===== src/framerPkg.sv =====
`default_nettype none

package framerPkg;

    // Control states, 2'b10 is unused
    typedef enum logic [1:0] {
        outOfSync   = 2'b00,
        skipPayload = 2'b01,
        testSync    = 2'b11
    } syncStateT;

    typedef logic [31:0]        busWordT;
    typedef logic [3:0]         regAddrT;
    typedef logic signed [6:0]  corrScoreT;
    typedef logic [4:0]         bitIndexT;
    typedef logic [15:0]        wordIndexT;

    // Register word addresses
    localparam regAddrT addrGeometry  = 4'd0;
    localparam regAddrT addrSyncword  = 4'd1;
    localparam regAddrT addrSyncMask  = 4'd2;
    localparam regAddrT addrThreshold = 4'd3;
    // Read-only
    localparam regAddrT addrStatus    = 4'd4;

endpackage

`default_nettype wire


===== src/framerRegs.sv =====
`timescale 1ns/1ps
`default_nettype none

module framerRegs (
    input  wire                     clk,
    input  wire                     reset,
    input  wire                     cs,
    input  wire [3:0]               byteWe,
    input  framerPkg::regAddrT      addr,
    input  framerPkg::busWordT      din,
    input  framerPkg::syncStateT    syncState,
    input  wire                     invertData,
    input  wire [1:0]               rotation,
    input  wire                     framesync,
    output framerPkg::busWordT      dout,
    output framerPkg::busWordT      syncword,
    output framerPkg::busWordT      syncMask,
    output framerPkg::corrScoreT    syncThreshold,
    output framerPkg::bitIndexT     bitsPerWord,
    output framerPkg::wordIndexT    wordsPerFrame,
    output framerPkg::bitIndexT     syncwordBits
);

    framerPkg::busWordT geometryReg;
    framerPkg::busWordT thresholdReg;
    framerPkg::busWordT maskNext;
    framerPkg::busWordT statusWord;
    logic               writeEn;
    logic               readEn;

    // Replace only the bytes that are enabled
    function automatic framerPkg::busWordT mergeBytes(input framerPkg::busWordT oldWord,
                                                      input framerPkg::busWordT newWord,
                                                      input logic [3:0] we);
        framerPkg::busWordT result;
        result = oldWord;
        for (int i = 0; i < 4; i++) begin
            if (we[i]) begin
                result[8*i +: 8] = newWord[8*i +: 8];
            end
        end
        return result;
    endfunction

    // Index of the highest set bit, 0 for an empty mask
    function automatic framerPkg::bitIndexT highestBit(input framerPkg::busWordT mask);
        framerPkg::bitIndexT index;
        index = '0;
        for (int i = 0; i < 32; i++) begin
            if (mask[i]) begin
                index = framerPkg::bitIndexT'(i);
            end
        end
        return index;
    endfunction

    assign writeEn  = cs && (byteWe != 4'b0000);
    assign readEn   = cs && (byteWe == 4'b0000);
    assign maskNext = mergeBytes(syncMask, din, byteWe);

    assign statusWord = {19'd0, syncwordBits, 2'b00, rotation, invertData, syncState, framesync};

    always_ff @(posedge clk) begin
        if (reset) begin
            geometryReg  <= '0;
            syncword     <= '0;
            syncMask     <= '0;
            thresholdReg <= '0;
            syncwordBits <= '0;
        end else if (writeEn) begin
            case (addr)
                framerPkg::addrGeometry:  geometryReg <= mergeBytes(geometryReg, din, byteWe);
                framerPkg::addrSyncword:  syncword <= mergeBytes(syncword, din, byteWe);
                framerPkg::addrSyncMask: begin
                    syncMask     <= maskNext;
                    syncwordBits <= highestBit(maskNext);
                end
                framerPkg::addrThreshold: thresholdReg <= mergeBytes(thresholdReg, din, byteWe);
                default: ;
            endcase
        end
    end

    // Read word is held until the next read
    always_ff @(posedge clk) begin
        if (reset) begin
            dout <= '0;
        end else if (readEn) begin
            case (addr)
                framerPkg::addrGeometry:  dout <= geometryReg;
                framerPkg::addrSyncword:  dout <= syncword;
                framerPkg::addrSyncMask:  dout <= syncMask;
                framerPkg::addrThreshold: dout <= thresholdReg;
                framerPkg::addrStatus:    dout <= statusWord;
                default:                  dout <= '0;
            endcase
        end
    end

    assign bitsPerWord   = geometryReg[4:0];
    assign wordsPerFrame = geometryReg[31:16];
    assign syncThreshold = thresholdReg[6:0];

endmodule

`default_nettype wire


===== src/syncCorrelator.sv =====
`timescale 1ns/1ps
`default_nettype none

module syncCorrelator (
    input  wire                     clk,
    input  wire                     reset,
    input  wire                     bitEn,
    input  wire                     bitIn,
    input  wire                     invertData,
    input  framerPkg::busWordT      syncword,
    input  framerPkg::busWordT      syncMask,
    input  framerPkg::corrScoreT    syncThreshold,
    output logic                    syncDetected,
    output logic                    negPolarity,
    output logic                    framedBitOut
);

    logic                   polarityBit;
    framerPkg::busWordT     corrShift;
    framerPkg::corrScoreT   bitSum;
    framerPkg::corrScoreT   negThreshold;

    // Masked bits count +1 on agreement and -1 otherwise
    function automatic logic signed [3:0] nibbleScore(input logic [3:0] data,
                                                      input logic [3:0] pattern,
                                                      input logic [3:0] mask);
        logic signed [3:0] score;
        score = 4'sd0;
        for (int i = 0; i < 4; i++) begin
            if (mask[i]) begin
                if (data[i] == pattern[i]) begin
                    score = score + 4'sd1;
                end else begin
                    score = score - 4'sd1;
                end
            end
        end
        return score;
    endfunction

    // Polarity correction, one strobe ahead of the window
    always_ff @(posedge clk) begin
        if (bitEn) begin
            polarityBit <= bitIn ^ invertData;
        end
    end

    // Newest bit enters at bit 0
    always_ff @(posedge clk) begin
        if (bitEn) begin
            corrShift <= {corrShift[30:0], polarityBit};
        end
    end

    // Sum of the eight nibble scores
    always_comb begin
        logic signed [3:0] nibble;
        bitSum = '0;
        for (int n = 0; n < 8; n++) begin
            nibble = nibbleScore(corrShift[4*n +: 4], syncword[4*n +: 4], syncMask[4*n +: 4]);
            bitSum = bitSum + framerPkg::corrScoreT'(nibble);
        end
    end

    assign negThreshold = -syncThreshold;

    // Detection flags, polarity kept from the last hit
    always_ff @(posedge clk) begin
        if (reset) begin
            syncDetected <= 1'b0;
            negPolarity  <= 1'b0;
        end else if (bitEn) begin
            if (bitSum > syncThreshold) begin
                syncDetected <= 1'b1;
                negPolarity  <= 1'b0;
            end else if (bitSum < negThreshold) begin
                syncDetected <= 1'b1;
                negPolarity  <= 1'b1;
            end else begin
                syncDetected <= 1'b0;
            end
        end
    end

    assign framedBitOut = corrShift[1];

endmodule

`default_nettype wire


===== src/frameSyncFsm.sv =====
`timescale 1ns/1ps
`default_nettype none

module frameSyncFsm #(
    parameter int maxSyncCount = 5
) (
    input  wire                     clk,
    input  wire                     reset,
    input  wire                     bitEn,
    input  wire                     syncDetected,
    input  wire                     negPolarity,
    input  framerPkg::bitIndexT     bitsPerWord,
    input  framerPkg::wordIndexT    wordsPerFrame,
    input  framerPkg::bitIndexT     syncwordBits,
    output framerPkg::syncStateT    syncState,
    output logic                    invertData,
    output logic [1:0]              rotation,
    output logic                    framesync,
    output logic                    framesyncPulse
);

    // Wide enough to hold maxSyncCount, never zero bits
    localparam int countWidth = $clog2(maxSyncCount + 2);

    framerPkg::bitIndexT    bitCount;
    framerPkg::wordIndexT   wordCount;
    logic [countWidth-1:0]  syncCount;
    logic                   endOfPayload;

    assign endOfPayload = (bitCount == '0) && (wordCount == '0);

    always_ff @(posedge clk) begin
        if (reset) begin
            syncState  <= framerPkg::outOfSync;
            invertData <= 1'b0;
            rotation   <= 2'd0;
            framesync  <= 1'b0;
            bitCount   <= '0;
            wordCount  <= '0;
            syncCount  <= '0;
        end else if (bitEn) begin
            case (syncState)
                framerPkg::outOfSync: begin
                    if (syncDetected) begin
                        bitCount   <= bitsPerWord;
                        wordCount  <= wordsPerFrame;
                        syncCount  <= '0;
                        invertData <= negPolarity;
                        syncState  <= framerPkg::skipPayload;
                    end else if (endOfPayload) begin
                        // Window expired, move the search along
                        bitCount  <= syncwordBits;
                        wordCount <= wordsPerFrame;
                        rotation  <= rotation + 2'd1;
                    end else if (bitCount == '0) begin
                        bitCount  <= bitsPerWord;
                        wordCount <= wordCount - 1'b1;
                    end else begin
                        bitCount <= bitCount - 1'b1;
                    end
                end

                framerPkg::skipPayload: begin
                    if (endOfPayload) begin
                        bitCount  <= syncwordBits;
                        syncState <= framerPkg::testSync;
                    end else if (bitCount == '0) begin
                        bitCount  <= bitsPerWord;
                        wordCount <= wordCount - 1'b1;
                    end else begin
                        bitCount <= bitCount - 1'b1;
                    end
                end

                framerPkg::testSync: begin
                    if (bitCount != '0) begin
                        bitCount <= bitCount - 1'b1;
                    end else if (syncDetected && !negPolarity) begin
                        // Good re-test, sync declared at the cap
                        if (syncCount < maxSyncCount) begin
                            syncCount <= syncCount + 1'b1;
                        end else begin
                            framesync <= 1'b1;
                        end
                        bitCount  <= bitsPerWord;
                        wordCount <= wordsPerFrame;
                        syncState <= framerPkg::skipPayload;
                    end else if (syncCount == '0) begin
                        // Lost, restart the search in the next rotation
                        bitCount   <= syncwordBits;
                        wordCount  <= wordsPerFrame;
                        rotation   <= rotation + 2'd1;
                        invertData <= 1'b0;
                        framesync  <= 1'b0;
                        syncState  <= framerPkg::outOfSync;
                    end else begin
                        syncCount <= syncCount - 1'b1;
                        bitCount  <= bitsPerWord;
                        wordCount <= wordsPerFrame;
                        syncState <= framerPkg::skipPayload;
                    end
                end

                default: begin
                    syncState  <= framerPkg::outOfSync;
                    invertData <= 1'b0;
                    framesync  <= 1'b0;
                    bitCount   <= '0;
                    wordCount  <= '0;
                    syncCount  <= '0;
                end
            endcase
        end
    end

    assign framesyncPulse = syncDetected & framesync;

endmodule

`default_nettype wire


===== src/framerTop.sv =====
`timescale 1ns/1ps
`default_nettype none

module framerTop #(
    parameter int maxSyncCount = 5
) (
    input  wire                     clk,
    input  wire                     reset,
    input  wire                     cs,
    input  wire [3:0]               byteWe,
    input  framerPkg::regAddrT      addr,
    input  framerPkg::busWordT      din,
    input  wire                     bitEn,
    input  wire                     bitIn,
    output framerPkg::busWordT      dout,
    output logic                    framedBitOut,
    output logic [1:0]              rotation,
    output logic                    framesync,
    output logic                    framesyncPulse
);

    framerPkg::busWordT     syncword;
    framerPkg::busWordT     syncMask;
    framerPkg::corrScoreT   syncThreshold;
    framerPkg::bitIndexT    bitsPerWord;
    framerPkg::wordIndexT   wordsPerFrame;
    framerPkg::bitIndexT    syncwordBits;
    framerPkg::syncStateT   syncState;
    logic                   invertData;
    logic                   syncDetected;
    logic                   negPolarity;

    framerRegs u_framerRegs (
        .clk(clk),
        .reset(reset),
        .cs(cs),
        .byteWe(byteWe),
        .addr(addr),
        .din(din),
        .syncState(syncState),
        .invertData(invertData),
        .rotation(rotation),
        .framesync(framesync),
        .dout(dout),
        .syncword(syncword),
        .syncMask(syncMask),
        .syncThreshold(syncThreshold),
        .bitsPerWord(bitsPerWord),
        .wordsPerFrame(wordsPerFrame),
        .syncwordBits(syncwordBits)
    );

    syncCorrelator u_syncCorrelator (
        .clk(clk),
        .reset(reset),
        .bitEn(bitEn),
        .bitIn(bitIn),
        .invertData(invertData),
        .syncword(syncword),
        .syncMask(syncMask),
        .syncThreshold(syncThreshold),
        .syncDetected(syncDetected),
        .negPolarity(negPolarity),
        .framedBitOut(framedBitOut)
    );

    frameSyncFsm #(
        .maxSyncCount(maxSyncCount)
    ) u_frameSyncFsm (
        .clk(clk),
        .reset(reset),
        .bitEn(bitEn),
        .syncDetected(syncDetected),
        .negPolarity(negPolarity),
        .bitsPerWord(bitsPerWord),
        .wordsPerFrame(wordsPerFrame),
        .syncwordBits(syncwordBits),
        .syncState(syncState),
        .invertData(invertData),
        .rotation(rotation),
        .framesync(framesync),
        .framesyncPulse(framesyncPulse)
    );

endmodule

`default_nettype wire


===== config.mk =====
export PLATFORM = sky130hd
export DESIGN_NAME = framerTop
export DESIGN_NICKNAME = d
export VERILOG_FILES = /design/src/framerPkg.sv /design/src/framerRegs.sv /design/src/syncCorrelator.sv /design/src/frameSyncFsm.sv /design/src/framerTop.sv
export SDC_FILE = /design/constraint.sdc
export NUM_CORES = 1
export LEC_CHECK = 0
export BUFFER_PORTS_ARGS = -buffer_cell sky130_fd_sc_hd__buf_2
export CAP_MARGIN = 20
export CELL_PAD_IN_SITES_DETAIL_PLACEMENT = 1
export CELL_PAD_IN_SITES_GLOBAL_PLACEMENT = 1
export CORE_UTILIZATION = 40
export DETAILED_ROUTE_END_ITERATION = 12
export PLACE_DENSITY_LB_ADDON = 0.12
export SLEW_MARGIN = 20
export SYNTH_ARGS = -nofsm -noshare
export SYNTH_HDL_FRONTEND = slang
export SYNTH_SLANG_ARGS = --single-unit

===== constraint.sdc =====
create_clock -name clk -period 8.3 [get_ports clk]
set_input_delay 2.49 -clock clk [delete_from_list [all_inputs] [get_ports clk]]
set_output_delay 2.49 -clock clk [all_outputs]
set_load 0.01 [all_outputs]

==> results.toml, run 1 <==
[die]
design.die.area_um2 = 38530
die_width_um = 196.3
core_area_um2 = 36870
row_count = 70
die_h_um = 196.3
io_pins = 82
start_util = 0.4095

[sta]
timing.final.ws_setup_ps = 96.03
rsz0062_at_grt = "true"
finalHoldViolations = 0
setup_viol = 0
period_share = 0.9884
slew_headroom = 0.2618
drv_slew = 0
finalCriticalPeriod_ps = 8204
fmax_mhz = 121.9
worst_pin_slew_ps = 1106
fin_skew_ps = 13.98

[status]
status = "finished, final reports clean"

[global_routing]
grtUsageMet1 = 0.3561
grt_pass1_wl_um = 75120
antenna_found_initial = 3
grt_use_total = 0.2532
grtUsageMet3 = 0.02785
busiest_layer = "met2"
overflow = 0
grt_pass1_vias = 12630
grt_max_degree = 108
gr-usage-met2 = 0.4127

[yosys]
ys_seq_elements = 230
netlist_area_um2 = 15100
synth_top_area_frac = 0.2612
synth.distinct_cells = 78
avgSynthCellArea_um2 = 9.113
syn_nets = 1818
async_reset_ff_frac = 0
synth_edf_count = 33
seq_area_frac_synth = 0.3268
synth_warnings = 0
synth_area_leader_cell = "dfxtp_1"
synth_area_leaders = "dfxtp_1, mux2i_1, fa_1"
synth_flop_cell = "dfxtp_1"
synth_cells = 1657

[layout]
fillers = 4205
ff_latch_area_um2 = 4935
final_common_cell = "nor2_1"
area_delta_synth_final_pct = 14.12
finalNonFillerCells = 2231
layout_common_cells = "nor2_1, dfxtp_1, mux2i_1"
nNetsFinal = 1862
multi_input_area_um2 = 9543
fin_util = 0.4674
layout-drive-gt1-share = 0.1491

[placed_design]
dp_slack_ps = -266.5
dp.cells = 2165
gp_congestion = 0.8507
io_buffers = 81
hpwlAfterDp_um = 35620

[pwr]
clkPwrFrac = 0.361
swShare = 0.3442
p_int_mw = 2.358
power_frac_seq = 0.353
vdd_ir_drop_max_v = 0.0001668
powerDensity_nw_per_um2 = 208.6
p_sw_mw = 1.237
p_leak_nw = 6.904
comb_power_share = 0.286

[flow_run]
maxCapViolCount = 0

[cts]
clock_latency_ps = 570
htree_levels = 1
clkTransAtPathRegs_ps = 60
cts_root_buffer = "clkbuf_16"
cts_tree = "yes"
cts.sinks = 230
ctsHoldBuffers = 0
cts_buffer_depth = 3
numCtsBuffers = 29

[critical_path]
critical_path_class = "reg -> reg"
cp.arrival_ps = 8690
max_stage_delay_ps = 540
end_kind = "flip-flop"
cp_top_family = "adder cells"
path_max_fanout = 3
critPathBufInv = 10
start_kind = "flip-flop"
ff2ff_setup_slack_ps = 100
path_common_cell = "fa_1"
required_ps = 8790
slowest_stage = "fa_1"

[detailed_routing]
drtAntennaViolNets = 0
drc = 0
drtPass1Iterations = 5
dr.first_iter.drc_count = 673
via_per_inst = 5.550
routed_wl_um = 48470
wl_per_cell_um = 21.73
route.vias.total = 12380

[min_path]
hold_class = "reg -> reg"
## cells by family after synthesis
logic type | synth area share
and+or+nand+nor | 0.1471
AOI/OAI and AO/OA | 0.1355
DFF | 0.3268
buffers and inverters | 0.05709
muxes | 0.1358
adders and majority gates | 0.1254
xor gates and xnor gates | 0.07233
## state kept, by name (all words and copies together) (netlist names), 2 cells and up
name and cells:
u_framerRegs.dout 32, u_framerRegs.geometryReg 32, u_framerRegs.syncMask 32, u_framerRegs.syncword 32, u_framerRegs.thresholdReg 32, u_syncCorrelator.corrShift 32
u_frameSyncFsm.wordCount 16, u_frameSyncFsm.bitCount 5, u_framerRegs.syncwordBits 5, u_frameSyncFsm.syncCount 3, u_frameSyncFsm.rotation 2, u_frameSyncFsm.syncState 2
## metrics by stage
step | hold WS [ps] | instance area, um2 | setup TNS (ps) | total power, mW
detailed placement | 440.6 | 15980 | -371.2 | 2.283
floorplan | 400.3 | 15100 | 0 | 2.015
CTS | 469.4 | 17020 | 0 | 3.598
finish | 469.6 | 17230 | 0 | 3.595
global route | 477.2 | 17230 | -452.4 | 3.796
global placement | 449.4 | 15980 | 0 | 2.262
## routing by layer
metal,up-vias,wire length [um]
met5,-,0
met3,53,1962
li1,5853,-
met2,228,22430
met4,0,980
met1,6248,23100
## power by group through the flow
stage / Clock [mW] / Combinational, mW / Sequential (mW)
final: 1.30 / 1.03 / 1.27
after global routing: 1.37 / 1.15 / 1.28
after CTS: 1.33 / 1.00 / 1.27
after detailed placement: 0 / 0.992 / 1.29
after global placement: 0 / 0.973 / 1.29
after floorplan: 0 / 0.757 / 1.26
## path summary, 6_finish.rpt
path              cells past startpoint                        endpoint                           start
setup / recovery                     40   u_syncCorrelator.syncDetected   u_syncCorrelator.corrShift[4]
hold / removal                        0  u_syncCorrelator.corrShift[29]  u_syncCorrelator.corrShift[28]
setup reg to reg                     40   u_syncCorrelator.syncDetected   u_syncCorrelator.corrShift[4]
hold reg to reg                       0  u_syncCorrelator.corrShift[29]  u_syncCorrelator.corrShift[28]
## worst reg2reg max path: cells and delay by family (launching register included)
| kind | cells | cell delay (ps) |
|---|---|---|
| buffers and inverters | 10 | 650 |
| XOR/XNOR | 5 | 710 |
| adder cells (fa/ha/maj) | 10 | 4200 |
| flip-flops | 1 | 420 |
| AO/OA/AOI/OAI | 9 | 1240 |
| AND/OR/NAND/NOR | 6 | 920 |
## timing repair
item | in CTS | in global routing
pin swaps | 3 | 21
setup buffers | 1 | 7
setup endpoints to repair | 2 | 2
gates resized for setup | 11 | 31
## cell usage after synthesis (all sizes together) (7+ instances only)
master	instances
nand2b	16
o21a	7
a211oi	16
mux4	21
nor3b	10
nor2	250
o21bai	10
mux2	13
buf	9
nand2	80
dfxtp	197
mux2i	143
a22oi	40
ha	57
nor4	10
clkbuf	92
o21ai	59
xnor2	57
a21oi	88
nand3	14
edfxtp	33
or3	7
o211ai	8
xor2	47
fa	59
xnor3	7
a21o	13
nor2b	17
o31ai	10
inv	125
a31oi	9
nor3	40
a222oi	11
## final cells by class
type | instances | share of cell area
Multi-Input combinational cell | 1201 | 0.5538
Sequential cell | 230 | 0.2864
Clock buffer | 43 | 0.05170
Timing Repair Buffer | 114 | 0.03826
Tap cell | 504 | 0.03659
Inverter | 125 | 0.02723
Clock inverter | 11 | 0.005663
Antenna cell | 3 | 0.0004356
No activity file was read; power rests on OpenSTA's default activity.
==> inputs of run 2 (changes only) <==
--- a/config.mk
+++ b/config.mk
@@ -11,6 +11,7 @@
 export CELL_PAD_IN_SITES_GLOBAL_PLACEMENT = 1
 export CORE_UTILIZATION = 40
 export DETAILED_ROUTE_END_ITERATION = 12
+export MAX_ROUTING_LAYER = met4
 export PLACE_DENSITY_LB_ADDON = 0.12
 export SLEW_MARGIN = 20
 export SYNTH_ARGS = -nofsm -noshare
==> results.toml, run 2 (same netlist as run 1, synthesis figures left out) <==
[cts]
cts.sinks = 230
clkTransAtPathRegs_ps = 60
numCtsBuffers = 29
clock_latency_ps = 570
htree_levels = 1
cts_tree = "yes"
cts_buffer_depth = 3
cts_root_buffer = "clkbuf_16"

[sta]
period_share = 0.9883
fin_skew_ps = 11.41
finalHoldViolations = 0
rsz0062_at_grt = "true"
slew_headroom = 0.2581
setup_viol = 0
setup_tns_ps = 0
drv_slew = 0
finalCriticalPeriod_ps = 8203
worst_pin_slew_ps = 1111
whs_ps = 470.4
fmax_mhz = 121.9

[pwr]
swShare = 0.3442
vdd_ir_drop_max_v = 0.0001683
clkPwrFrac = 0.361
p_sw_mw = 1.237
total_power_mw = 3.595
power_frac_seq = 0.353
p_int_mw = 2.358
p_leak_nw = 6.904
comb_power_share = 0.286
powerDensity_nw_per_um2 = 208.6

[status]
status = "finished, final reports clean"

[detailed_routing]
routed_wl_um = 48520
wl_per_cell_um = 21.75
route.vias.total = 12300
drtAntennaViolNets = 0
dr.first_iter.drc_count = 827
drc = 0
via_per_inst = 5.513
drtPass1Iterations = 5

[die]
core_area_um2 = 36870
die_h_um = 196.3
row_count = 70
design.die.area_um2 = 38530
die_width_um = 196.3
io_pins = 82
start_util = 0.4095

[flow_run]
maxCapViolCount = 0

[critical_path]
start_kind = "flip-flop"
end_kind = "flip-flop"
critical_path_class = "reg -> reg"
ff2ff_setup_slack_ps = 100
path_max_fanout = 3
slowest_stage = "fa_1"
cp.arrival_ps = 8700
required_ps = 8790
max_stage_delay_ps = 540

[placed_design]
hpwlAfterDp_um = 35620
io_buffers = 81
gp_congestion = 0.8662

[global_routing]
grt_use_total = 0.2608
overflow = 0
antenna_found_initial = 3
grt_pass1_wl_um = 75150
grt_pass1_vias = 12620
grt_max_degree = 108

[layout]
nNetsFinal = 1862
layout-drive-gt1-share = 0.1491
area_delta_synth_final_pct = 14.12
fillers = 4206
layout_common_cells = "nor2_1, dfxtp_1, mux2i_1"
final_common_cell = "nor2_1"

[min_path]
hold_class = "reg -> reg"
## run 2: cell counts in the layout (fill, tap and decap cells not counted)
Identical to the previous run, type by type.
## run 2: power groups by stage
stage / clock [mW] / combinational, mW / sequential, mW
finish: 1.30 / 1.03 / 1.27
global route: 1.37 / 1.15 / 1.28
CTS: 1.33 / 1.00 / 1.27
detailed placement: 0 / 0.992 / 1.29
global placement: 0 / 0.973 / 1.29
floorplan: 0 / 0.757 / 1.26
## run 2: layout make-up
cell class / count / area (um2) / share of cell area
Clock buffer: 43 / 890.9 / 0.05170
Timing Repair Buffer: 114 / 659.4 / 0.03826
Antenna cell: 3 / 7.507 / 0.0004356
Sequential cell: 230 / 4935 / 0.2864
Multi-Input combinational cell: 1201 / 9543 / 0.5538
Clock inverter: 11 / 97.59 / 0.005663
Tap cell: 504 / 630.6 / 0.03659
Inverter: 125 / 469.2 / 0.02723
## run 2: critical path, delay by kind of cell (launching register included)
kind                     cells  cell delay [ps]
XOR/XNOR                     5              750
buffers and inverters       10              610
AO/OA/AOI/OAI                9             1220
flip-flops                   1              400
AND/OR/NAND/NOR              6              940
adder cells (fa/ha/maj)     10             4230
## run 2: repair_timing
| action | in CTS | in global routing |
|---|---|---|
| buffers inserted | 1 | 7 |
| pin swaps | 3 | 21 |
| endpoints found under the setup margin | 2 | 2 |
| cloned | 0 | 0 |
| gates resized for setup | 11 | 31 |
| hold buffers | 0 | 0 |
## run 2: stage by stage
step | utilization | instances | worst slack (ps) | cell area [um2]
floorplan | - | 1657 | 325.2 | 15100
global placement | 0.4333 | 2165 | 117.9 | 15980
detailed placement | 0.4333 | 2165 | -266.5 | 15980
CTS | 0.4615 | 2220 | 9.359 | 17020
global route | 0.4674 | 2231 | -232.7 | 17230
finish | 0.4674 | 2231 | 97.05 | 17230
## run 2: worst paths after layout
path,start,end,cells past startpoint
hold reg to reg,u_syncCorrelator.corrShift[28],u_syncCorrelator.corrShift[29],0
setup / recovery,u_syncCorrelator.corrShift[0],u_syncCorrelator.syncDetected,40
hold / removal,u_syncCorrelator.corrShift[28],u_syncCorrelator.corrShift[29],0
setup reg to reg,u_syncCorrelator.corrShift[0],u_syncCorrelator.syncDetected,40
## run 2: per-layer routing
metal,routed length [um],global-route usage,vias to the layer above
met5,0,-,-
met4,958,0.06481,0
met3,1583,0.02785,54
met2,22450,0.4113,206
met1,23530,0.3572,6192
li1,-,-,5848
